`config.mk`:
```
export PLATFORM = sky130hd
export DESIGN_NAME = uc_stack
export DESIGN_NICKNAME = d
export VERILOG_FILES = /design/src/rtl/uc_pkg.sv /design/src/rtl/uc_stack.sv
export SDC_FILE = /design/constraint.sdc
export NUM_CORES = 1
export LEC_CHECK = 0
export BUFFER_PORTS_ARGS = -buffer_cell sky130_fd_sc_hd__buf_4
export CORE_MARGIN = 1.5
export CORE_UTILIZATION = 53
export CTS_BUF_LIST = sky130_fd_sc_hd__clkbuf_8
export DETAILED_ROUTE_END_ITERATION = 10
export PLACE_DENSITY = 0.71
export SLEW_MARGIN = 20
export SYNTH_ARGS = -nofsm -noshare
export SYNTH_HDL_FRONTEND = slang
export SYNTH_SLANG_ARGS = --single-unit
```
`constraint.sdc`:
```
create_clock -name i_clk -period 8.3 [get_ports i_clk]
set_input_delay 1.66 -clock i_clk [delete_from_list [all_inputs] [get_ports i_clk]]
set_output_delay 1.66 -clock i_clk [all_outputs]
set_load 0.02 [all_outputs]
```
`src/rtl/uc_pkg.sv`:
```
// ~~~~~~~~~~~~~~~~~~~~~~~~~~~~~~~~~~~~~~~~~~~~~~~~~~~~~~~~~~~~~~~~~~~~~~~~~~~~
// widths, instruction word layout, decoded controls and encodings of the cpu
// ~~~~~~~~~~~~~~~~~~~~~~~~~~~~~~~~~~~~~~~~~~~~~~~~~~~~~~~~~~~~~~~~~~~~~~~~~~~~
`default_nettype none

package uc_pkg;

    parameter int DATA_W = 16;                          // bits per word
    parameter int ADDR_W = 12;                          // microcode address bits

    typedef logic [DATA_W-1:0] word_t;
    typedef logic [ADDR_W-1:0] addr_t;

    typedef enum logic [3:0] {
        ALU_NONE = 4'd0,                                // pass arg a
        ALU_ADD  = 4'd1,
        ALU_SUB  = 4'd2,
        ALU_MUL  = 4'd3,                                // low half of product
        ALU_AND  = 4'd4,
        ALU_XOR  = 4'd5,
        ALU_OR   = 4'd6,
        ALU_ROL  = 4'd7,                                // rotate left by one
        ALU_FAIL = 4'd14,                               // stop with bad status
        ALU_MEM  = 4'd15                                // memory access, alu bypassed
    } alu_op_e;

    typedef enum logic [2:0] {
        SE_NONE = 3'd0,
        SE_DROP = 3'd1,
        SE_PUSH = 3'd2,
        SE_RPLC = 3'd3,                                 // replace top
        SE_SWAP = 3'd4,
        SE_ROT  = 3'd5                                  // a b c -- b c a
    } stack_se_e;

    typedef enum logic [2:0] {
        RNG_UC  = 3'd0,                                 // microcode memory
        RNG_PC  = 3'd1,                                 // word at pc, then pc+1
        RNG_DEV = 3'd3                                  // output device
    } mem_rng_e;

    typedef enum logic [1:0] {A_TOS, A_NOS, A_TORS, A_ZERO} arg_a_e;
    typedef enum logic [1:0] {B_TOS, B_ONE, B_MSB, B_ONES} arg_b_e;

    // control words keep the target address in the low 12 bits
    typedef struct packed {
        logic       ctrl;                               // control transfer
        logic       r_pc;                               // pc <-> return stack
        logic [1:0] r_op;                               // return op, or branch kind
        logic       d_drop;                             // extra drop in alu phase
        logic [2:0] d_op;                               // data stack effect
        logic [1:0] arg_a;                              // write flag + range msb on mem ops
        logic [1:0] arg_b;
        logic [3:0] alu_op;
    } uc_instr_t;

    typedef struct packed {
        stack_se_e d_se;
        stack_se_e r_se;
        alu_op_e   alu_op;
        arg_a_e    sel_a;
        arg_b_e    sel_b;
        logic      mem_en;                              // instruction is a memory op
        logic      mem_wr;                              // store, alu phase only
        mem_rng_e  mem_rng;
        logic      pc_load;                             // branch taken
        logic      pc_inc;                              // literal fetch
        logic      pc_from_r;                           // return
        logic      r_from_pc;                           // return push takes pc
        logic      fail;
    } uc_ctrl_t;

    typedef struct packed {
        logic  valid;
        addr_t addr;
        word_t data;
    } uc_load_t;

endpackage

`default_nettype wire

```
`src/rtl/uc_stack.sv`:
```
// ~~~~~~~~~~~~~~~~~~~~~~~~~~~~~~~~~~~~~~~~~~~~~~~~~~~~~~~~~~~~~~~~~~~~~~~~~~~~
// shifting register stack for data and return stacks
// ~~~~~~~~~~~~~~~~~~~~~~~~~~~~~~~~~~~~~~~~~~~~~~~~~~~~~~~~~~~~~~~~~~~~~~~~~~~~
`default_nettype none
`timescale 1ns/1ps

module uc_stack import uc_pkg::*; #(
    parameter int DEPTH   = 12,                         // entries, 3 or more
    parameter bit PERM_EN = 1'b1                        // swap/rot expected here
) (
    input  logic      i_clk,
    input  logic      i_rst,
    input  stack_se_e i_se,                             // effect for this cycle
    input  word_t     i_data,                           // push / replace value
    output word_t     o_s0,                             // top
    output word_t     o_s1                              // next
);

    word_t stk [DEPTH];

    always_ff @(posedge i_clk) begin
        if (i_rst) begin
            for (int i = 0; i < DEPTH; i++) begin
                stk[i] <= '0;                           // empty stack reads zero
            end
        end else begin
            case (i_se)
                SE_PUSH: begin
                    stk[0] <= i_data;
                    for (int i = 1; i < DEPTH; i++) begin
                        stk[i] <= stk[i-1];             // oldest entry falls off
                    end
                end
                SE_DROP: begin
                    for (int i = 0; i < DEPTH-1; i++) begin
                        stk[i] <= stk[i+1];             // bottom entry repeats
                    end
                end
                SE_RPLC: stk[0] <= i_data;
                SE_SWAP: begin
                    stk[0] <= stk[1];
                    stk[1] <= stk[0];
                end
                SE_ROT: begin
                    stk[0] <= stk[2];
                    stk[1] <= stk[0];
                    stk[2] <= stk[1];
                end
                default: ;                              // none, codes 6 and 7
            endcase
        end
    end

    assign o_s0 = stk[0];
    assign o_s1 = stk[1];

    // decode only hands the return stack two-bit effects
    a_no_perm: assert property (@(posedge i_clk) disable iff (i_rst)
        !PERM_EN |-> !(i_se inside {SE_SWAP, SE_ROT}))
        else $error("swap or rotate on a stack that never permutes");

endmodule

`default_nettype wire

```
# Word level (Yosys, flattened, before mapping)
# Memories as Yosys holds them, arrays and structs flattened.
# Index checks and enable logic that the tools add are counted.
[totals] word_cells=81 register_bits=0 mem_bits_rw=192 output_inout_bits=32 n_memories=1 in_bits=21
[mem_list] name="stk" words=12 word_bits=16 rd=12 rd_clocked_by_memory_dff=0 wr=12 line="uc_stack.sv:19" text="word_t stk [DEPTH];"
[op_classes] mux=46 eq_ne=5 n_bitwise=29
[op_table] op="$mux 16" count=29
[op_table] op="$or 1x1->1" count=29
[op_table] op="$mux 1" count=17
[op_table] op="$eq 3x2->1 const B" count=2
[op_table] op="$eq 3x3->1 const B" count=2
[op_table] op="$eq 3x1->1 const B" count=1

# Longest topological paths before layout
[depth] depth_word=9 mapped_depth=7 depth_no_buf=3

# Least setup slack after synthesis
# Ideal clock, no wire load.
[synth_path] path_type="input port to flip-flop" startpoint="input port i_rst" endpoint="memory stk[0][100] in the netlist's numbering (enable)" slack_ps=2689 t_arrival_ps=5136 path_buffers=4 required_ps=7825 path_stages=6 setup_ps=475 cell_sequence="buf_2 > or4b_1 > buf_2 > buf_6 > buf_6 > nand2_1"
[synth_lines] element="start: declaration" line="uc_stack.sv:12" text="input logic i_rst,"
[synth_lines] element="end: declaration" line="uc_stack.sv:19"

==> flow_metrics.py <==
metrics = {
    "outcome": {
        "status": "complete, no violations",
    },
    "die": {
        "fp.dieH_um": 134.7,
        "ios": 53,
        "coreArea_sq_mm": 0.01676,
        "dieArea_sq_mm": 0.01815,
        "start_util": 0.5488,
        "std_cell_rows": 47,
        "die_w_um": 134.7,
    },
    "timing": {
        "finalHoldWorstSlack_ns": 0.5113,
        "slew_headroom": 0.2913,
        "fin_tns_setup_ns": 0,
        "fmax_mhz": 239.5,
        "skew_ns": 0.009141,
        "post-route-min-period_ns": 4.175,
        "worst_slew_pin_slew_ns": 1.063,
        "setup_viol": 0,
        "slew_violations": 0,
        "finalCritPeriodShare": 0.5030,
        "timing.final.ws_setup_ns": 4.125,
        "hold_viol_final": 0,
        "rsz0062_at_grt": "false",
    },
    "clock_network": {
        "ctsHoldBuffers": 0,
        "clkTransAtPathRegs_ns": 0.09,
        "clk_latency_ns": 0.47,
        "clock_path_buffers": 2,
        "postCtsSetupBuffers": 0,
        "cts_max_level": 4,
        "ctsRootBufferMaster": "clkbuf_8",
        "clock-sinks": 192,
        "cts.repair.resized": 0,
        "cts_tree": "done",
        "numCtsBuffers": 17,
    },
    "pwr": {
        "clkPwrFrac": 0.304,
        "p_leak_nw": 3.401,
        "swShare": 0.2554,
        "power.internal_mw": 1.470,
        "p_per_area_mw_per_mm2": 202.4,
        "seq_power_share": 0.602,
        "peakVddDrop_v": 0.0001074,
        "combinationalPowerShare": 0.095,
        "switchingPower_uw": 504.2,
    },
    "cells_and_area": {
        "nets": 877,
        "largest_register": "stk",
        "largest_reg_flops": 192,
        "fill_cells": 1421,
        "post_route_cells_drive_above_1_share": 0.1578,
        "diodes": 0,
        "area_growth_syn_to_layout_pct": 6.040,
        "top_regs": "stk (192)",
        "fin_area_sq_mm": 0.009753,
        "stdcell_count": 1088,
    },
    "yosys": {
        "syn_area_sq_mm": 0.009198,
        "yosysTopAreaCell": "edfxtp_1",
        "synthArstFlopShare": 0,
        "synth_cells": 877,
        "synthTopCellsByArea": "edfxtp_1 63%, nand2_1 13%, a21oi_1 5.7%",
        "synth.net_count": 898,
        "synth.distinct_cells": 30,
        "ys_seq_area_frac": 0.6269,
        "ys.flop_type": "edfxtp_1",
        "ys_ff_latch": 192,
        "syn_area_per_cell_sq_um": 10.49,
        "netlist.area_leader.share": 0.6269,
        "netlist_top_cells_count": "323 x nand2_1, 192 x edfxtp_1, 105 x a21oi_1",
        "yosysMostFrequentCell": "nand2_1",
        "ys_warn_count": 0,
        "synth_enable_flop_cells": 192,
    },
    "route": {
        "drc_errors": 0,
        "num_vias": 6347,
        "drt-initial-drc-count": 724,
        "dr.pass1.iters": 5,
        "wl_per_cell_um": 17.45,
        "vias_per_cell": 5.834,
        "wirelength_um": 18990,
        "drt.antenna.violating_nets": 0,
    },
    "critical_path": {
        "critical_path_class": "in2reg",
        "worstPathMaxFanout": 82,
        "required_ns": 8.38,
        "startpoint_type": "input pin",
        "cp.arrival_ns": 4.25,
        "cp-end-kind": "flop",
    },
    "grt": {
        "grt_max_degree": 94,
        "antenna_found_initial": 0,
        "grt_pass1_wl_um": 30750,
        "grt_pass1_vias": 6074,
        "overflow": 0,
        "grt_use_total": 0.2149,
    },
    "placed_design": {
        "portBuffers": 52,
        "place_area_sq_mm": 0.009346,
        "place_worst_setup_slack_ns": 3.636,
        "dpl.cell_count": 1056,
        "place_hpwl_um": 11410,
        "place_congestion": 0.7489,
    },
    "flow_run": {
        "drv_cap": 0,
    },
    "worst_hold_path": {
        "hold_class": "reg2reg",
    },
}
## final timing paths
kind | end | slack (ns) | cells after the start | from
worst max-delay path | stk[0][166] | 4.13 | 4 | i_rst
worst min-delay path | stk[0][161] | 0.51 | 2 | stk[0][177]
worst max register to register | stk[0][10] | 7.26 | 2 | stk[0][26]
worst min register to register | stk[0][161] | 0.51 | 2 | stk[0][177]
## cells by family after synthesis
logic type,after synthesis,synth area share
simple gates,418,0.1951
flops,192,0.6269
compound gates,165,0.1110
buf+inv,100,0.06516
xor+xnor,2,0.001905
## final cells by class
type / instances / area, sq um / share of cell area
Clock inverter: 14 / 142.6 / 0.01462
Timing Repair Buffer: 59 / 462.9 / 0.04747
Inverter: 1 / 3.754 / 0.0003849
Sequential cell: 192 / 5766 / 0.5911
Multi-Input combinational cell: 585 / 2869 / 0.2942
Clock buffer: 17 / 234.0 / 0.02399
Tap cell: 220 / 275.3 / 0.02822
## power groups by stage
stage	Combinational (mW)	Sequential [mW]	Clock, mW
3_5_place_dp	0.186	1.21	0
6_report	0.187	1.19	0.599
5_1_grt	0.204	1.20	0.640
3_3_place_gp	0.180	1.21	0
4_1_cts	0.186	1.19	0.605
2_1_floorplan	0.146	1.20	0
## worst max-delay path: stages
cell and delay, ns:
buf_4 0.26, or4b_4 0.90, nand2_4 0.47, buf_4 0.89
## metrics by stage
stage | total power [mW] | utilization
global route | 2.041 | 0.5819
detailed placement | 1.394 | 0.5577
global placement | 1.386 | 0.5570
CTS | 1.978 | 0.5801
finish | 1.974 | 0.5819
floorplan | 1.341 | -
## per-layer routing
metal  GRT usage  wire length [um]  vias up
met5           0                 0        -
met4     0.06153               233        0
met3     0.04917              1171       21
met2      0.3271              9063      215
met1      0.3121              8522     3155
li1            -                 -     2956
## cell usage in the layout (no fill, tap or decap), drive strengths merged
| master | Yosys | final |
|---|---|---|
| xor2 | 1 | 1 |
| xnor2 | 1 | 1 |
| nand2 | 323 | 323 |
| nand4bb | 1 | 1 |
| nor4b | 1 | 1 |
| a211oi | 16 | 16 |
| edfxtp | 192 | 192 |
| clkinv | 0 | 5 |
| or2 | 1 | 1 |
| and4bb | 1 | 1 |
| or3 | 2 | 2 |
| clkbuf | 31 | 17 |
| nor2 | 19 | 19 |
| or4b | 1 | 1 |
| clkinvlp | 0 | 4 |
| buf | 68 | 59 |
| nor2b | 18 | 18 |
| a21o | 1 | 1 |
| nand3b | 17 | 17 |
| nor3 | 16 | 16 |
| inv | 1 | 4 |
| o21ai | 2 | 2 |
| nor3b | 1 | 1 |
| nor4 | 16 | 16 |
| nand2b | 1 | 1 |
| a21oi | 145 | 145 |
| o21bai | 1 | 1 |
| bufinv | 0 | 2 |
Power figures use the tool's default switching activity.
