### src/rtl/uc_pkg.sv
// ~~~~~~~~~~~~~~~~~~~~~~~~~~~~~~~~~~~~~~~~~~~~~~~~~~~~~~~~~~~~~~~~~~~~~~~~~~~~
// widths, instruction word layout, decoded controls and encodings of the cpu
// ~~~~~~~~~~~~~~~~~~~~~~~~~~~~~~~~~~~~~~~~~~~~~~~~~~~~~~~~~~~~~~~~~~~~~~~~~~~~
`default_nettype none

package uc_pkg;

    parameter int DATA_W = 16;                          // bits per word
    parameter int ADDR_W = 12;                          // microcode address bits

    typedef logic [DATA_W-1:0] word_t;
    typedef logic [ADDR_W-1:0] addr_t;

    typedef enum logic [3:0] {
        ALU_NONE = 4'd0,                                // pass arg a
        ALU_ADD  = 4'd1,
        ALU_SUB  = 4'd2,
        ALU_MUL  = 4'd3,                                // low half of product
        ALU_AND  = 4'd4,
        ALU_XOR  = 4'd5,
        ALU_OR   = 4'd6,
        ALU_ROL  = 4'd7,                                // rotate left by one
        ALU_FAIL = 4'd14,                               // stop with bad status
        ALU_MEM  = 4'd15                                // memory access, alu bypassed
    } alu_op_e;

    typedef enum logic [2:0] {
        SE_NONE = 3'd0,
        SE_DROP = 3'd1,
        SE_PUSH = 3'd2,
        SE_RPLC = 3'd3,                                 // replace top
        SE_SWAP = 3'd4,
        SE_ROT  = 3'd5                                  // a b c -- b c a
    } stack_se_e;

    typedef enum logic [2:0] {
        RNG_UC  = 3'd0,                                 // microcode memory
        RNG_PC  = 3'd1,                                 // word at pc, then pc+1
        RNG_DEV = 3'd3                                  // output device
    } mem_rng_e;

    typedef enum logic [1:0] {A_TOS, A_NOS, A_TORS, A_ZERO} arg_a_e;
    typedef enum logic [1:0] {B_TOS, B_ONE, B_MSB, B_ONES} arg_b_e;

    // control words keep the target address in the low 12 bits
    typedef struct packed {
        logic       ctrl;                               // control transfer
        logic       r_pc;                               // pc <-> return stack
        logic [1:0] r_op;                               // return op, or branch kind
        logic       d_drop;                             // extra drop in alu phase
        logic [2:0] d_op;                               // data stack effect
        logic [1:0] arg_a;                              // write flag + range msb on mem ops
        logic [1:0] arg_b;
        logic [3:0] alu_op;
    } uc_instr_t;

    typedef struct packed {
        stack_se_e d_se;
        stack_se_e r_se;
        alu_op_e   alu_op;
        arg_a_e    sel_a;
        arg_b_e    sel_b;
        logic      mem_en;                              // instruction is a memory op
        logic      mem_wr;                              // store, alu phase only
        mem_rng_e  mem_rng;
        logic      pc_load;                             // branch taken
        logic      pc_inc;                              // literal fetch
        logic      pc_from_r;                           // return
        logic      r_from_pc;                           // return push takes pc
        logic      fail;
    } uc_ctrl_t;

    typedef struct packed {
        logic  valid;
        addr_t addr;
        word_t data;
    } uc_load_t;

endpackage

`default_nettype wire

### src/rtl/uc_sequencer.sv
// ~~~~~~~~~~~~~~~~~~~~~~~~~~~~~~~~~~~~~~~~~~~~~~~~~~~~~~~~~~~~~~~~~~~~~~~~~~~~
// two-phase sequencer with pc, instruction register, status and halt
// ~~~~~~~~~~~~~~~~~~~~~~~~~~~~~~~~~~~~~~~~~~~~~~~~~~~~~~~~~~~~~~~~~~~~~~~~~~~~
`default_nettype none
`timescale 1ns/1ps

module uc_sequencer import uc_pkg::*; (
    input  logic      i_clk,
    input  logic      i_rst,
    input  logic      i_run,
    input  uc_ctrl_t  i_ctrl,
    input  word_t     i_rdata,                          // fetched word
    input  word_t     i_tors,                           // return address
    output uc_instr_t o_instr,
    output logic      o_alu_phase,
    output logic      o_running,
    output logic      o_status,
    output addr_t     o_pc
);

    typedef enum logic {PH_STACK, PH_ALU} phase_e;

    phase_e    phase;
    uc_instr_t instr_r;                                 // held for the stack phase
    addr_t     pc;
    logic      halt;
    logic      self_jump;

    // the word fetched during the stack phase is decoded straight from ram
    assign o_instr     = (phase == PH_ALU) ? uc_instr_t'(i_rdata) : instr_r;
    assign o_alu_phase = (phase == PH_ALU);
    assign o_running   = i_run && o_status && !halt;
    assign o_pc        = pc;

    // pc already points past the jump here
    assign self_jump = i_ctrl.pc_load && o_instr.r_op == 2'b00 && !o_instr.r_pc
                    && o_instr[ADDR_W-1:0] == pc - 1'b1;

    always_ff @(posedge i_clk) begin
        if (i_rst) begin
            phase    <= PH_STACK;
            instr_r  <= '0;                             // nop
            pc       <= '0;
            o_status <= 1'b1;
            halt     <= 1'b0;
        end else if (i_ctrl.fail) begin
            phase    <= PH_STACK;
            instr_r  <= '0;
            o_status <= 1'b0;                           // sticky until reset
        end else if (phase == PH_ALU) begin
            if (i_ctrl.pc_from_r) begin
                pc <= i_tors[ADDR_W-1:0];
            end else if (i_ctrl.pc_inc) begin
                pc <= pc + 1'b1;                        // skip the literal
            end else if (i_ctrl.pc_load) begin
                pc <= o_instr[ADDR_W-1:0];
            end
            if (self_jump) begin
                halt <= 1'b1;                           // idle loop ends the run
            end
            instr_r <= o_instr;
            phase   <= PH_STACK;
        end else if (o_running) begin
            pc    <= pc + 1'b1;                         // next fetch
            phase <= PH_ALU;
        end
    end

    // a fail seen in the stack phase would stall the pair
    a_phase_toggle: assert property (@(posedge i_clk) disable iff (i_rst)
        o_running |=> (o_alu_phase != $past(o_alu_phase)))
        else $error("phases did not alternate while running");

endmodule

`default_nettype wire

### config.mk
export PLATFORM = sky130hd
export DESIGN_NAME = uc_sequencer
export DESIGN_NICKNAME = d
export VERILOG_FILES = /design/src/rtl/uc_pkg.sv /design/src/rtl/uc_sequencer.sv
export SDC_FILE = /design/constraint.sdc
export NUM_CORES = 1
export LEC_CHECK = 0
export ABC_AREA = 1
export ABC_CLOCK_PERIOD_IN_PS = 1800
export BUFFER_PORTS_ARGS = -buffer_cell sky130_fd_sc_hd__buf_4
export CAP_MARGIN = 20
export CORE_ASPECT_RATIO = 0.9
export CORE_UTILIZATION = 30
export CTS_CLUSTER_SIZE = 24
export DETAILED_ROUTE_END_ITERATION = 7
export HOLD_SLACK_MARGIN = 0.03
export REMOVE_ABC_BUFFERS = 1
export SLEW_MARGIN = 20
export SYNTH_ARGS = -nofsm -noshare
export SYNTH_HDL_FRONTEND = slang
export SYNTH_SLANG_ARGS = --single-unit
### constraint.sdc
create_clock -name i_clk -period 1.8 [get_ports i_clk]
set_clock_uncertainty 0.1 [all_clocks]
set_input_delay 0.18 -clock i_clk [delete_from_list [all_inputs] [get_ports i_clk]]
set_output_delay 0.18 -clock i_clk [all_outputs]
set_load 0.01 [all_outputs]
# Word-level counts from Yosys, hierarchy flattened
# Index checks and enable logic that the tools add are counted.
# totals
rom_bits,0
latch_bits,0
mem_bits_rw,0
wordCells,37
regBits,31
input_bits,59
n_memories,0
# classes
order_cmp,0
n_mux,7
reduce_logical,13
n_addsub,2
shifts,0
n_eq_ne,2
n_div,0
n_mul,0
bitwise,1
# op_table
operator,count
$mux W12,5
$mux W16,1
$add A12 B1 Y12 const B,1
$eq A12 B12 Y1,1
$sub A12 B1 Y12 const B,1
$reduce_and A3 Y1,2
$logic_and A1 B1 Y1,5
$ne A4 B4 Y1 const B,1
$reduce_or A3 Y1,1
$logic_not A1 Y1,2
$logic_not A2 Y1,1
$reduce_bool A2 Y1,1
$reduce_or A2 Y1,1
$mux W1,1
$not A1 Y1,1

# Logic depth before layout (Yosys ltp)
# logic_depth
ltp_word,6
depth_mapped,14
mapped_depth_nobuf,14

# Worst setup path before layout
# Ideal clock, no wire load.
# synth_timing
path_kind,register to register
from,"register pc[0], in the netlist o_pc[0]"
to,register halt
path_slack_ps,147
t_arrival_ps,1484
setup_ps,70
path_stages_with_launch,14
path_cell_list,dfxtp_1 -> inv_2 -> ha_1 -> nand2_1 -> nand2_1 -> nand2_1 -> nand2_1 -> nor2_1 -> nand2_1 -> nor2_1 -> nand3_1 -> nor2_1 -> nand2_1 -> a21oi_1
# synth_between
elab_chain_len,4
# synth_lines
item,line_no,rtl
start: declaration,uc_sequencer.sv:25,addr_t pc;
start signal: assignment,uc_sequencer.sv:52,pc <= i_tors[ADDR_W-1:0];
start signal: assignment,uc_sequencer.sv:54,pc <= pc + 1'b1;
start signal: assignment,uc_sequencer.sv:56,pc <= o_instr[ADDR_W-1:0];
$sub A12 B1 Y12,uc_sequencer.sv:37,&& o_instr[ADDR_W-1:0] == pc - 1'b1;
$eq A12 B12 Y1,uc_sequencer.sv:37,
$logic_and A1 B1 Y1,uc_sequencer.sv:37,
$reduce_and A3 Y1 (no line),n/a,
end signal: assignment,uc_sequencer.sv:45,halt <= 1'b0;
end signal: assignment,uc_sequencer.sv:59,halt <= 1'b1;
end: declaration,uc_sequencer.sv:26,logic halt;
# No other way between the ends.
# A chain may end at the register's enable or synchronous reset.

==> summary.txt <==
Layout
  • Synthesis-to-finish area growth: 43.2%
  • Footprint of the multi-input gates: 1300 um2
  • Nets@finish: between 500 and 600
  • Filler Cell Count: 780
  • FF/Latch Area: around 630 um2
  • # diodes: 0
  • Share of cells above drive strength 1: between 20% and 30%

Synthesis
  • Top cells by area, synth: dfxtp_1, nand2_1, inv_1
  • Largest family of logic cells by synthesized area: simple AND/OR/NAND/NOR gates
  • Post-synthesis mux area share: 0%
  • Synth Area in Adders: 1.14%
  • Synth top area share: about 28%
  • Synthesized area per cell: approximately 6 um2
  • Yosys cell types: 33
  • Syn. warnings: 0
  • Mapped Area: between 2000 and 2500 um2
  • Post-Synth Simple-Gate Area: 36.7%
  • Synth Flop Type: dfxtp_1
  • Compound-Gate Fraction of Synth Area: 16.1%
  • Synth Area in XOR/XNOR: 2.40%
  • Commonest cells post-synth: nand2_1, inv_1, nor2_1
  • Number of synthesized flops with an enable pin: 0
  • Most frequent cell after synthesis: nand2_1
  • Syn Inst Count: 363
  • Async set-or-reset flop fraction in the synthesized netlist: 0%
  • Synth Register Bits: 31
  • Yosys top cell by area: dfxtp_1
  • Register area share after synthesis: 28.4%

Hold path
  • Hold path depth: 3
  • Hold/Removal Path Class: input pin to register
  • HP Start: i_tors[2]

Timing
  • Unrepaired setup endpoints after global routing: true
  • Max transition margin: 79.7%
  • Worst slew pin tran: 0.302 ns
  • Peak Freq: 572 MHz
  • Setup TNS: 0 ns
  • Fin crit share: 97.2%
  • Slew Viols, Final: 0
  • Final Setup Violations: 0
  • Final hold viol count: 0
  • Min Tclk post-route: 1.75 ns

Job
  • Max Cap Viol: 0

Placed design
  • IO buf count: 65
  • HPWL Detailed: roughly 5000 um
  • Gpl congestion: 0.874

Clocking
  • Reg clk slew, reported paths: about 0.07 ns
  • Skew-Pair Late Insertion Delay: 0.28 ns
  • CTS Buf Count: 5
  • Root buffer cell: clkbuf_8
  • H-tree levels: 2
  • Clk buf depth: 2
  • # clock sinks: 31
  • CTS tree: built

Die
  • Rows: 29
  • CORE AREA: 7040 um2
  • Chip Width: 92.0 um
  • Initial Util: 31.1%
  • Die H: 83.0 um
  • Die area: 7630 um2
  • Boundary Pins: 90

Global route
  • GRT Max-Usage Layer: met2
  • Vias in the first global route: 2360
  • Met3 Use GR: 2.84%
  • Pin count of the biggest net entering global routing: 23
  • Global route overflow: 0
  • GRT Overall Usage: 18.1%
  • Met1 GRT Util: between 20% and 30%
  • First-pass GRT wire length: around 11000 um
  • Met2 usage: between 20 and 30%
  • Initial antenna violation count: 0

Power
  • Clock power share: approximately 38%
  • Total internal power: 1380 uW
  • Share of power burned in registers: a little under two fifths
  • Power per Cell Area: between 600 and 700 nW/um2
  • Psw: 556 uW
  • Logic pwr share: 25.2%
  • Leakage: about 0.0016 uW
  • Overall power: 1940 uW
  • Sw Ratio: 28.6%
  • VDD IR max: around 0.0003 V

Run status
  • Status: finished, final reports clean

Route
  • DR DRC count: 0
  • ANT nets after route: 0
  • Initial drt markers: 112
  • Routed vias/inst: 4.55
  • TritonRoute pass-1 iters: 4
  • Routed vias: 2473
  • Drt wl/cell: 12.3 um
  • Routed WL: 6680 um

Setup path
  • FF-to-FF path depth: 12
  • Setup crit start: o_alu_phase
  • Worst Path Required: 1.52 ns
  • CP max FO: 11
  • Critical Path Source Type: register
  • CP endpoint kind: output pin
  • RR Startpoint: o_pc[0]
  • WP data arrival: 1.47 ns
  • Crit path kind: register to output pin
## registers in the layout (all words and copies together) (netlist names)
register and cells:
o_alu_phase 1, instr_r 16, o_status 1, o_pc 12, halt 1
## power groups by stage
stage	Combinational (uW)	Sequential [uW]	Clock (uW)
floorplan	238	747	0
global placement	449	735	0
detailed placement	454	736	0
CTS	459	721	744
global route	547	724	773
finish	489	721	730
## repair_timing
| action | CTS | global route |
|---|---|---|
| resized for setup | 4 | 25 |
| pin swaps | 0 | 3 |
| gates cloned | 0 | 1 |
| setup buffers | 0 | 2 |
| endpoints found under the setup margin | 1 | 8 |
| hold buffers | 1 | 0 |
| endpoints found under the hold margin | 4 | 0 |
## layout make-up
cell class,instances,share of cell area [%]
Tap cell,93,3.72
Clock buffer,6,2.64
Multi-Input combinational cell,259,41.4
Sequential cell,31,20.1
Timing Repair inverter,1,0.280
Inverter,59,7.47
Timing Repair Buffer,93,23.3
Clock inverter,2,1.12
## layer usage
| layer | share of wire, % | vias to the layer above |
|---|---|---|
| met4 | 1.2 | 0 |
| met1 | 49 | 1082 |
| met2 | 45 | 63 |
| met3 | 4.5 | 11 |
| met5 | 0 | - |
| li1 | - | 1317 |
## worst paths after layout
kind / to / slack [ns]
worst max register to register: halt / 0.06
worst min register to register: instr_r[15] / 0.37
worst max-delay path: o_instr[5] / 0.05
worst min-delay path: o_pc[2] / 0.07
## worst max-delay path, cell delays in order, from the launching register on
cell	delay (ns)
dfxtp_2	0.37
buf_6	0.16
clkinv_8	0.09
or2_1	0.23
o21ai_2	0.08
inv_1	0.10
buf_4	0.15
## layout by cell type (no fill, tap or decap), types with 3 or more instances in the layout
| cell type | synthesis | routed |
|---|---|---|
| o21ai_1 | 3 | 3 |
| nand4_1 | 6 | 6 |
| nand3_1 | 26 | 25 |
| inv_1 | 57 | 55 |
| nor2_4 | 1 | 4 |
| nor3_1 | 3 | 3 |
| nor2_2 | 2 | 5 |
| nand2_1 | 117 | 116 |
| o21ai_2 | 5 | 4 |
| dfxtp_1 | 31 | 26 |
| nor2_1 | 36 | 30 |
| clkbuf_8 | 1 | 6 |
| inv_2 | 1 | 3 |
| o21ai_0 | 21 | 21 |
| a21oi_1 | 13 | 13 |
| a31oi_1 | 4 | 4 |
| dfxtp_2 | 0 | 4 |
| xor2_1 | 4 | 4 |
| buf_4 | 2 | 88 |
| a22oi_1 | 6 | 6 |
## stage by stage
step / cell area, um2 / util [%] / setup slack, ns / hold WS [ns] / std cells
after floorplan: 2080 / - / -0.535 / 0.149 / 349
after global placement: 2880 / 41.0 / 0.00423 / 0.298 / 532
after detailed placement: 2880 / 41.0 / -0.0518 / 0.292 / 532
after CTS: 3020 / 42.9 / 0.000872 / 0.0731 / 541
after global routing: 3130 / 44.5 / -0.0593 / 0.0825 / 544
final: 3130 / 44.5 / 0.0504 / 0.0742 / 544
## kinds of logic after synthesis
family                   count (synthesis)
AND/OR/NAND/NOR                        194
buffers and inverters                   73
AO/OA/AOI/OAI                           57
flip-flops                              31
XOR/XNOR                                 6
adder cells (fa/ha/maj)                  2
No activity file was read; power rests on OpenSTA's default activity.
