==> config.mk <==
export PLATFORM = sky130hd
export DESIGN_NAME = uc_decode
export DESIGN_NICKNAME = d
export VERILOG_FILES = /design/src/rtl/uc_pkg.sv /design/src/rtl/uc_decode.sv
export SDC_FILE = /design/constraint.sdc
export NUM_CORES = 1
export LEC_CHECK = 0
export ABC_AREA = 1
export BUFFER_PORTS_ARGS = -buffer_cell sky130_fd_sc_hd__buf_2
export CORE_MARGIN = 2
export CORE_UTILIZATION = 25
export DETAILED_ROUTE_END_ITERATION = 7
export MAX_ROUTING_LAYER = met4
export PLACE_DENSITY = 0.79
export SYNTH_ARGS = -nofsm -noshare
export SYNTH_HDL_FRONTEND = slang
export SYNTH_SLANG_ARGS = --single-unit
==> constraint.sdc <==
create_clock -name vclk -period 1
set_input_delay 0.15 -clock vclk [all_inputs]
set_output_delay 0.15 -clock vclk [all_outputs]
set_load 0.01 [all_outputs]
==> src/rtl/uc_pkg.sv <==
// ~~~~~~~~~~~~~~~~~~~~~~~~~~~~~~~~~~~~~~~~~~~~~~~~~~~~~~~~~~~~~~~~~~~~~~~~~~~~
// widths, instruction word layout, decoded controls and encodings of the cpu
// ~~~~~~~~~~~~~~~~~~~~~~~~~~~~~~~~~~~~~~~~~~~~~~~~~~~~~~~~~~~~~~~~~~~~~~~~~~~~
`default_nettype none

package uc_pkg;

    parameter int DATA_W = 16;                          // bits per word
    parameter int ADDR_W = 12;                          // microcode address bits

    typedef logic [DATA_W-1:0] word_t;
    typedef logic [ADDR_W-1:0] addr_t;

    typedef enum logic [3:0] {
        ALU_NONE = 4'd0,                                // pass arg a
        ALU_ADD  = 4'd1,
        ALU_SUB  = 4'd2,
        ALU_MUL  = 4'd3,                                // low half of product
        ALU_AND  = 4'd4,
        ALU_XOR  = 4'd5,
        ALU_OR   = 4'd6,
        ALU_ROL  = 4'd7,                                // rotate left by one
        ALU_FAIL = 4'd14,                               // stop with bad status
        ALU_MEM  = 4'd15                                // memory access, alu bypassed
    } alu_op_e;

    typedef enum logic [2:0] {
        SE_NONE = 3'd0,
        SE_DROP = 3'd1,
        SE_PUSH = 3'd2,
        SE_RPLC = 3'd3,                                 // replace top
        SE_SWAP = 3'd4,
        SE_ROT  = 3'd5                                  // a b c -- b c a
    } stack_se_e;

    typedef enum logic [2:0] {
        RNG_UC  = 3'd0,                                 // microcode memory
        RNG_PC  = 3'd1,                                 // word at pc, then pc+1
        RNG_DEV = 3'd3                                  // output device
    } mem_rng_e;

    typedef enum logic [1:0] {A_TOS, A_NOS, A_TORS, A_ZERO} arg_a_e;
    typedef enum logic [1:0] {B_TOS, B_ONE, B_MSB, B_ONES} arg_b_e;

    // control words keep the target address in the low 12 bits
    typedef struct packed {
        logic       ctrl;                               // control transfer
        logic       r_pc;                               // pc <-> return stack
        logic [1:0] r_op;                               // return op, or branch kind
        logic       d_drop;                             // extra drop in alu phase
        logic [2:0] d_op;                               // data stack effect
        logic [1:0] arg_a;                              // write flag + range msb on mem ops
        logic [1:0] arg_b;
        logic [3:0] alu_op;
    } uc_instr_t;

    typedef struct packed {
        stack_se_e d_se;
        stack_se_e r_se;
        alu_op_e   alu_op;
        arg_a_e    sel_a;
        arg_b_e    sel_b;
        logic      mem_en;                              // instruction is a memory op
        logic      mem_wr;                              // store, alu phase only
        mem_rng_e  mem_rng;
        logic      pc_load;                             // branch taken
        logic      pc_inc;                              // literal fetch
        logic      pc_from_r;                           // return
        logic      r_from_pc;                           // return push takes pc
        logic      fail;
    } uc_ctrl_t;

    typedef struct packed {
        logic  valid;
        addr_t addr;
        word_t data;
    } uc_load_t;

endpackage

`default_nettype wire

==> src/rtl/uc_decode.sv <==
// ~~~~~~~~~~~~~~~~~~~~~~~~~~~~~~~~~~~~~~~~~~~~~~~~~~~~~~~~~~~~~~~~~~~~~~~~~~~~
// per-phase instruction decode with branch decision and stack effects
// ~~~~~~~~~~~~~~~~~~~~~~~~~~~~~~~~~~~~~~~~~~~~~~~~~~~~~~~~~~~~~~~~~~~~~~~~~~~~
`default_nettype none
`timescale 1ns/1ps

module uc_decode import uc_pkg::*; (
    input  uc_instr_t i_instr,
    input  logic      i_alu_phase,
    input  word_t     i_tos,
    input  word_t     i_tors,
    output uc_ctrl_t  o_ctrl
);

    logic     auto;                                     // test-decrement loop
    logic     branch;
    logic     mem_op;
    mem_rng_e rng;

    always_comb begin
        auto   = i_instr.r_op[1];
        branch = (i_instr.r_op == 2'b00)                // jump / call
              || (i_instr.r_op == 2'b01 && i_tos == '0) // branch if zero
              || (auto && i_tors != '0);                // loop while count nonzero
        mem_op = !i_instr.ctrl && i_instr.alu_op == ALU_MEM;
        case ({i_instr.arg_a[0], i_instr.arg_b})
            3'd1:    rng = RNG_PC;
            3'd3:    rng = RNG_DEV;
            default: rng = RNG_UC;                      // unused ranges map to ram
        endcase

        o_ctrl           = '0;
        o_ctrl.mem_en    = mem_op;
        o_ctrl.mem_wr    = mem_op && i_alu_phase && i_instr.arg_a[1];
        o_ctrl.mem_rng   = rng;
        o_ctrl.pc_load   = i_alu_phase && i_instr.ctrl && branch;
        o_ctrl.pc_inc    = i_alu_phase && mem_op && rng == RNG_PC;
        o_ctrl.pc_from_r = i_alu_phase && !i_instr.ctrl && i_instr.r_pc;
        o_ctrl.r_from_pc = i_instr.ctrl && !auto;       // call pushes return addr
        o_ctrl.fail      = !i_instr.ctrl && i_instr.alu_op == ALU_FAIL;

        if (i_instr.ctrl) begin
            o_ctrl.alu_op = ALU_ADD;                    // tors +/- 1 for the loop
            o_ctrl.sel_a  = A_TORS;
            o_ctrl.sel_b  = arg_b_e'({i_instr.r_op[0], 1'b1});
            if (i_alu_phase) begin
                o_ctrl.r_se = (!auto && i_instr.r_pc) ? SE_PUSH : SE_NONE;
            end else begin
                o_ctrl.d_se = (i_instr.r_op == 2'b01) ? SE_DROP : SE_NONE;   // pop cond
                if (auto) begin
                    o_ctrl.r_se = (i_tors == '0) ? SE_DROP : SE_RPLC;
                end
            end
        end else begin
            o_ctrl.alu_op = alu_op_e'(i_instr.alu_op);
            o_ctrl.sel_a  = arg_a_e'(i_instr.arg_a);
            o_ctrl.sel_b  = arg_b_e'(i_instr.arg_b);
            if (i_alu_phase) begin
                o_ctrl.d_se = (i_instr.d_drop || o_ctrl.mem_wr) ? SE_DROP : SE_NONE;
            end else begin
                o_ctrl.d_se = (i_instr.d_op > 3'd5) ? SE_NONE : stack_se_e'(i_instr.d_op);
                o_ctrl.r_se = stack_se_e'({1'b0, i_instr.r_op});
            end
        end
    end

endmodule

`default_nettype wire

# ---- Yosys cells after proc, flatten, opt, wreduce, memory -nomap -nowiden
# Cells that the tools add are included.
dict set report op_classes {
  order_cmp 1
  n_eq_ne 6
  mux 12
  reduce_logical 22
}
# op n
set ops {}
lappend ops {{16-bit logical NOT} 2}
lappend ops {{16-bit nonzero test} 1}
lappend ops {{14-bit two-way mux} 1}
lappend ops {{1-bit logical AND} 13}
lappend ops {{2-bit two-way mux} 5}
lappend ops {{4-bit equality test, second input constant} 2}
lappend ops {{3-bit by 1-bit equality test with 1-bit output, second input constant} 2}
lappend ops {{3-bit two-way mux} 2}
lappend ops {{2-bit case mux with 2 select lines} 1}
lappend ops {{3-bit by 2-bit equality test with 1-bit output, second input constant} 1}
lappend ops {{3-bit greater-than comparator, second input constant} 1}
lappend ops {{1-bit logical OR} 3}
lappend ops {{1-bit two-way mux} 3}
lappend ops {{2-bit by 1-bit equality test with 1-bit output, second input constant} 1}
lappend ops {{1-bit logical NOT} 2}
lappend ops {{2-bit logical NOT} 1}
dict set report word_totals {
  regBits 0
  inputBits 49
  wordCells 41
}

# ---- Logic depth before layout (Yosys ltp)
# Gate-level depths: netlist of the first run.
dict set report logic_depth {
  ltp_word 8
  depth_mapped 7
}

# ---- Worst setup path after synthesis of the first run
# No wires, ideal clock.
dict set report synth_timing {
  path_type {in2out}
  start {input port i_instr[1] (netlist bit)}
  end {output port o_ctrl[3] (netlist bit)}
  t_arrival_ns 0.712
  required_time_ns 0.850
  setup_slack_ns 0.138
  path_stages 4
  path_cell_list {inv_1 -> nor2_2 -> nand3_1 -> nor4_2}
}
# item line
set synth_rtl {}
lappend synth_rtl {{start, declared} uc_decode.sv:8} ;# input uc_instr_t i_instr,
lappend synth_rtl {{end, declared} uc_decode.sv:12} ;# output uc_ctrl_t o_ctrl

==> results.py, run 1 <==
metrics = {
    "yosys": {
        "synth_fa_ha_area_share_pct": 0,
        "postSynthAreaPerCell_sq_um": 4.480,
        "synthXorXnorAreaFrac_pct": 0,
        "synth_mux_area_share_pct": 0,
        "synth_simple_gate_area_share_pct": 73.27,
        "yosys.cell_count.top_type": "nor2_1",
        "synth_top_family_by_area": "simple AND/OR/NAND/NOR gates",
        "synth_cells": 93,
        "synth_commonest_cells": "nor2_1 (29), nand2_1 (25), inv_1 (12)",
        "synth_seq_area_share_pct": 0,
        "synthDistinctLibCells": 19,
        "syn-cell-area_sq_um": 416.7,
        "synth.area.top_cells": "nor2_1 (26%), nand2_1 (23%), inv_1 (11%), nand3_1 (8.4%), nor4_2 (6.0%)",
        "yosys.area.top_type": "nor2_1",
        "synth_warnings": 0,
        "synth_top_area_share_pct": 26.13,
        "synth-compound-area-share_pct": 3.904,
    },
    "global_routing": {
        "track_usage_pct": 15.68,
        "grt_pass1_vias": 685,
        "antenna_found_initial": 0,
        "grt_max_degree": 7,
        "grt_pass1_wl_mm": 2.463,
        "grt_overflow": 0,
    },
    "layout": {
        "instances_no_fill": 186,
        "design.seq.count": 0,
        "clock_buffers": 0,
        "final_nets": 221,
        "drive_gt1_share_pct": 60.00,
        "n_antenna_cell": 0,
        "area_delta_synth_final_pct": 145.3,
        "regArea_sq_um": 0,
    },
    "power": {
        "p_leak_nw": 0.6001,
        "pwr_density_cell_nw_per_um2": 367.0,
        "irDropWorstVdd_v": 0.0002102,
    },
    "route": {
        "drc": 0,
        "avgViaCountPerCell": 4.441,
        "drt_wl_total_mm": 1.839,
        "drt_iter0_drc": 6,
        "drt_pre_antenna_iters": 4,
        "drtAntennaViolNets": 0,
        "wl_per_cell_um": 9.887,
        "vias": 826,
    },
    "worst_setup_path": {
        "required_ns": 0.85,
        "cp-start-kind": "input pin",
        "worstSetupPathType": "in -> out",
        "worstPathMaxFanout": 2,
        "arrival_ns": 0.84,
        "end_kind": "primary output",
        "critical_path.max_stage_delay_ns": 0.13,
        "crit_chain": "buf_6, nor2_2, nand2_1, nor2_2, nand3_1, nand2_1, nor2_1, buf_2",
        "cp_slowest_cell": "buf_2",
    },
    "floorplan": {
        "coreArea_sq_um": 1541,
        "die_x_um": 44.83,
        "rows": 14,
        "die_h_um": 44.83,
        "die_area_sq_um": 2009,
        "pin_count": 73,
        "initial_core_util_pct": 27.03,
    },
    "place": {
        "port-buffer-count": 71,
        "routabilityCongestion": 0.7977,
        "dpl.hpwl_mm": 1.481,
        "placed_cells": 184,
    },
    "sta": {
        "setup_viol": 0,
        "rsz0062_at_grt": "true",
        "fmax_mhz": 1010,
        "tns_ns": 0,
        "post-route-period-util_pct": 98.99,
        "hold_viol": 0,
        "period_needed_ns": 0.9899,
        "finalMaxSlewViolations": 0,
    },
    "run": {
        "cap_violations": 0,
    },
    "worst_hold_path": {
        "hold_start": "i_instr[0]",
        "holdPathStages": 3,
        "hp-class": "in -> out",
        "hold_end": "o_ctrl[0]",
    },
    "outcome": {
        "status": "finished, final reports clean",
    },
}
==> timing repair <==
| item | in CTS | in global routing |
|---|---|---|
| setup endpoints to repair | 7 | 8 |
| gates resized for setup | 19 | 25 |
| buffers inserted | 0 | 2 |
| pin swaps | 18 | 13 |
| hold buffers | 0 | 0 |
| gates cloned | 0 | 0 |
==> worst max path at each step <==
stage,from,end,slack [ns],depth (start not counted)
final,i_tors[0],o_ctrl[4],0.01,8
after global routing,i_tors[12],o_ctrl[19],-0.07,8
after CTS,i_tors[8],o_ctrl[4],-0.006,8
after floorplan,i_instr[1],o_ctrl[3],0.14,4
after detailed placement,i_instr[15],o_ctrl[0],-0.05,4
after global placement,i_instr[15],o_ctrl[23],-0.004,4
==> power breakdown <==
part | leakage, nW | internal (mW) | switching, mW
clock network | 0 | 0 | 0
logic | 0.600 | 0.206 | 0.170
registers | 0 | 0 | 0
total | 0.600 | 0.206 | 0.170
==> layout make-up <==
type,instances,area (sq um)
multi-input combinational,75,405.4
inverter,14,55.05
fill,131,519.2
tap,16,20.02
timing repair buffer,81,541.8
==> logic make-up (layout without fill, tap and decap cells) <==
family                 count (synthesis)  count (layout)
AND/OR/NAND/NOR                       70              70
other                                  1               2
AO/OA/AOI/OAI                          3               3
buffers and inverters                 19              95
==> layer usage <==
| metal | routed length (um) | vias to the layer above | track usage (%) | share of wire (%) |
|---|---|---|---|---|
| li1 | - | 433 | - | - |
| met1 | 627 | 344 | 14.94 | 34 |
| met2 | 936 | 49 | 33.91 | 51 |
| met3 | 276 | 0 | 2.400 | 15 |
| met4 | 0 | 0 | 0 | 0 |
| met5 | 0 | - | - | 0 |
==> stage by stage <==
step           area (sq um)  hold slack (ns)  power [mW]  setup slack, ns  utilization (%)
3_5_place_dp          829.5           0.5661      0.2948         -0.05039            53.81
5_1_grt                1022           0.5579      0.4083         -0.07303            66.31
3_3_place_gp          829.5           0.5511      0.2880        -0.004439            53.81
4_1_cts               909.6           0.5712      0.3287        -0.006212            59.01
2_1_floorplan         420.4           0.3338      0.1229           0.1381                -
6_report               1022           0.5499      0.3752          0.01012            66.31
==> critical path, delay by kind of cell <==
family	cells	cell delay, ns
simple gates	6	0.48
buf+inv	2	0.22
==> placed cells by master (no fill, tap or decap) <==
master / n
a21oi_1: 1
a31oi_1: 1
buf_12: 1
buf_2: 57
buf_4: 8
buf_6: 13
buf_8: 2
clkinv_1: 1
conb_1: 2
inv_1: 10
inv_2: 2
inv_4: 1
nand2_1: 23
nand2_2: 1
nand2_4: 1
nand3_1: 7
nand4_1: 1
nor2_1: 19
nor2_2: 8
nor2_4: 4
nor3_1: 1
nor4_2: 3
nor4_4: 1
o21ai_1: 1
or2_1: 1
No activity file was read; power rests on OpenSTA's default activity.
==> inputs of run 2 (changes only) <==
PLACE_DENSITY = 0.82   (was 0.79)
clock period = 0.8 ns   (was 1 ns; I/O delays follow)
==> run 2 against run 1 <==
Worst setup slack got worse by 0.28 ns. Hold slack got worse by 0.065 ns. Non-clock buffer count rose by 6. Sequential share of layout area did not move. Critical endpoint is now o_ctrl[19]. Power rose by 65%. Largest cell class unchanged. Combinational power rose by 66%. The flow now finishes with violations (negative setup slack). Critical path type unchanged.
==> results.py, run 2 (same netlist as run 1, synthesis figures left out) <==
metrics = {
    "worst_setup_path": {
        "end_kind": "primary output",
        "cp-start-kind": "input pin",
        "cp-startpoint": "i_tors[2]",
        "required_ns": 0.68,
        "arrival_ns": 0.95,
        "worstSetupPathType": "in -> out",
        "worstPathMaxFanout": 2,
    },
    "power": {
        "p_leak_nw": 0.6705,
        "irDropWorstVdd_v": 0.0003053,
        "pwr_density_cell_nw_per_um2": 486.9,
        "p_total_mw": 0.6207,
    },
    "layout": {
        "instances_no_fill": 192,
        "drive_gt1_share_pct": 71.59,
        "n_antenna_cell": 0,
        "final_nets": 227,
        "final_common_cell": "buf_2",
        "area_delta_synth_final_pct": 206.0,
        "layout_common_cells": "buf_2 (50), buf_6 (23), nand2_1 (17), nor2_1 (14), nor2_4 (10)",
        "final_area_sq_um": 1275,
        "design.seq.count": 0,
        "regArea_sq_um": 0,
        "final_core_util_pct": 82.71,
        "clock_buffers": 0,
    },
    "global_routing": {
        "grt_pass1_vias": 761,
        "antenna_found_initial": 0,
        "grt_overflow": 0,
        "grt_max_degree": 7,
        "grt_pass1_wl_mm": 3.153,
        "track_usage_pct": 20.76,
    },
    "place": {
        "dpl.hpwl_mm": 1.516,
        "placed_cells": 187,
        "dpl_worst_slack_ns": -0.2263,
        "port-buffer-count": 71,
        "routabilityCongestion": 0.7621,
        "post_dp_cell_area_sq_um": 848.3,
    },
    "sta": {
        "hold_viol": 0,
        "post-route-period-util_pct": 133.6,
        "setup_viol": 9,
        "hold_slack_ns": 0.4854,
        "tns_ns": -0.9910,
        "worst_slack_ns": -0.2691,
        "finalMaxSlewViolations": 0,
        "fmax_mhz": 935.4,
        "rsz0062_at_grt": "true",
        "period_needed_ns": 1.069,
    },
    "route": {
        "avgViaCountPerCell": 4.797,
        "wl_per_cell_um": 14.25,
        "drt_iter0_drc": 11,
        "drtAntennaViolNets": 0,
        "drt_pre_antenna_iters": 4,
        "vias": 921,
        "drc": 0,
        "drt_wl_total_mm": 2.736,
    },
    "floorplan": {
        "die_x_um": 44.83,
        "coreArea_sq_um": 1541,
        "die_area_sq_um": 2009,
        "rows": 14,
        "die_h_um": 44.83,
        "pin_count": 73,
        "initial_core_util_pct": 27.03,
    },
    "worst_hold_path": {
        "holdPathStages": 3,
        "hold_start": "i_instr[9]",
        "hold_end": "o_ctrl[23]",
        "hp-class": "in -> out",
    },
    "outcome": {
        "status": "finished with violations",
        "violations": "negative setup slack",
    },
    "run": {
        "cap_violations": 0,
    },
}
-- run 2: changes by cell type in the layout (fill, tap and decap cells not counted), sizes merged --
| cell | previous run | this run |
|---|---|---|
| inv | 13 | 12 |
| buf | 81 | 87 |
| clkinv | 1 | 2 |
-- run 2: critical path, cell delays in order --
cell     delay (ns)
buf_2          0.11
nor2_1         0.13
nand2_1        0.11
nor2_4         0.11
nand3_2        0.06
nand2_1        0.08
nand2_1        0.08
buf_2          0.15
-- run 2: metal layers --
metal	GRT usage [%]	up-vias	routed length (um)
li1	-	450	-
met1	22.17	404	882
met2	42.32	57	1518
met3	0	10	228
met4	4.118	0	106
met5	-	-	0
-- run 2: layout make-up --
type	count	area, sq um
Fill cell	104	266.5
Inverter	14	65.06
Multi-Input combinational cell	75	513.0
Tap cell	16	20.02
Timing Repair Buffer	87	676.9
-- run 2: where the power goes --
group          internal, mW  total (mW)  leakage (nW)  switching, mW
Clock                     0           0             0              0
Combinational         0.333       0.621         0.671          0.288
Sequential                0           0             0              0
Total                 0.333       0.621         0.671          0.288
-- run 2: how the worst max path moves through the flow --
stage                             to  slack [ns]  cells past startpoint
after global routing      o_ctrl[19]       -0.34                      8
after CTS                  o_ctrl[4]       -0.15                      8
after floorplan           o_ctrl[21]       0.009                      6
final                     o_ctrl[19]       -0.27                      8
after detailed placement   o_ctrl[0]       -0.23                      4
after global placement    o_ctrl[21]       -0.16                      7
-- run 2: timing repair --
| item | 4_1_cts | 5_1_grt |
|---|---|---|
| hold buffers | 0 | 0 |
| gates cloned | 0 | 0 |
| setup buffers | 3 | 2 |
| hold endpoints to repair | 0 | 0 |
| endpoints found under the setup margin | 12 | 18 |
| gates resized for setup | 46 | 50 |
| pin swaps | 24 | 21 |
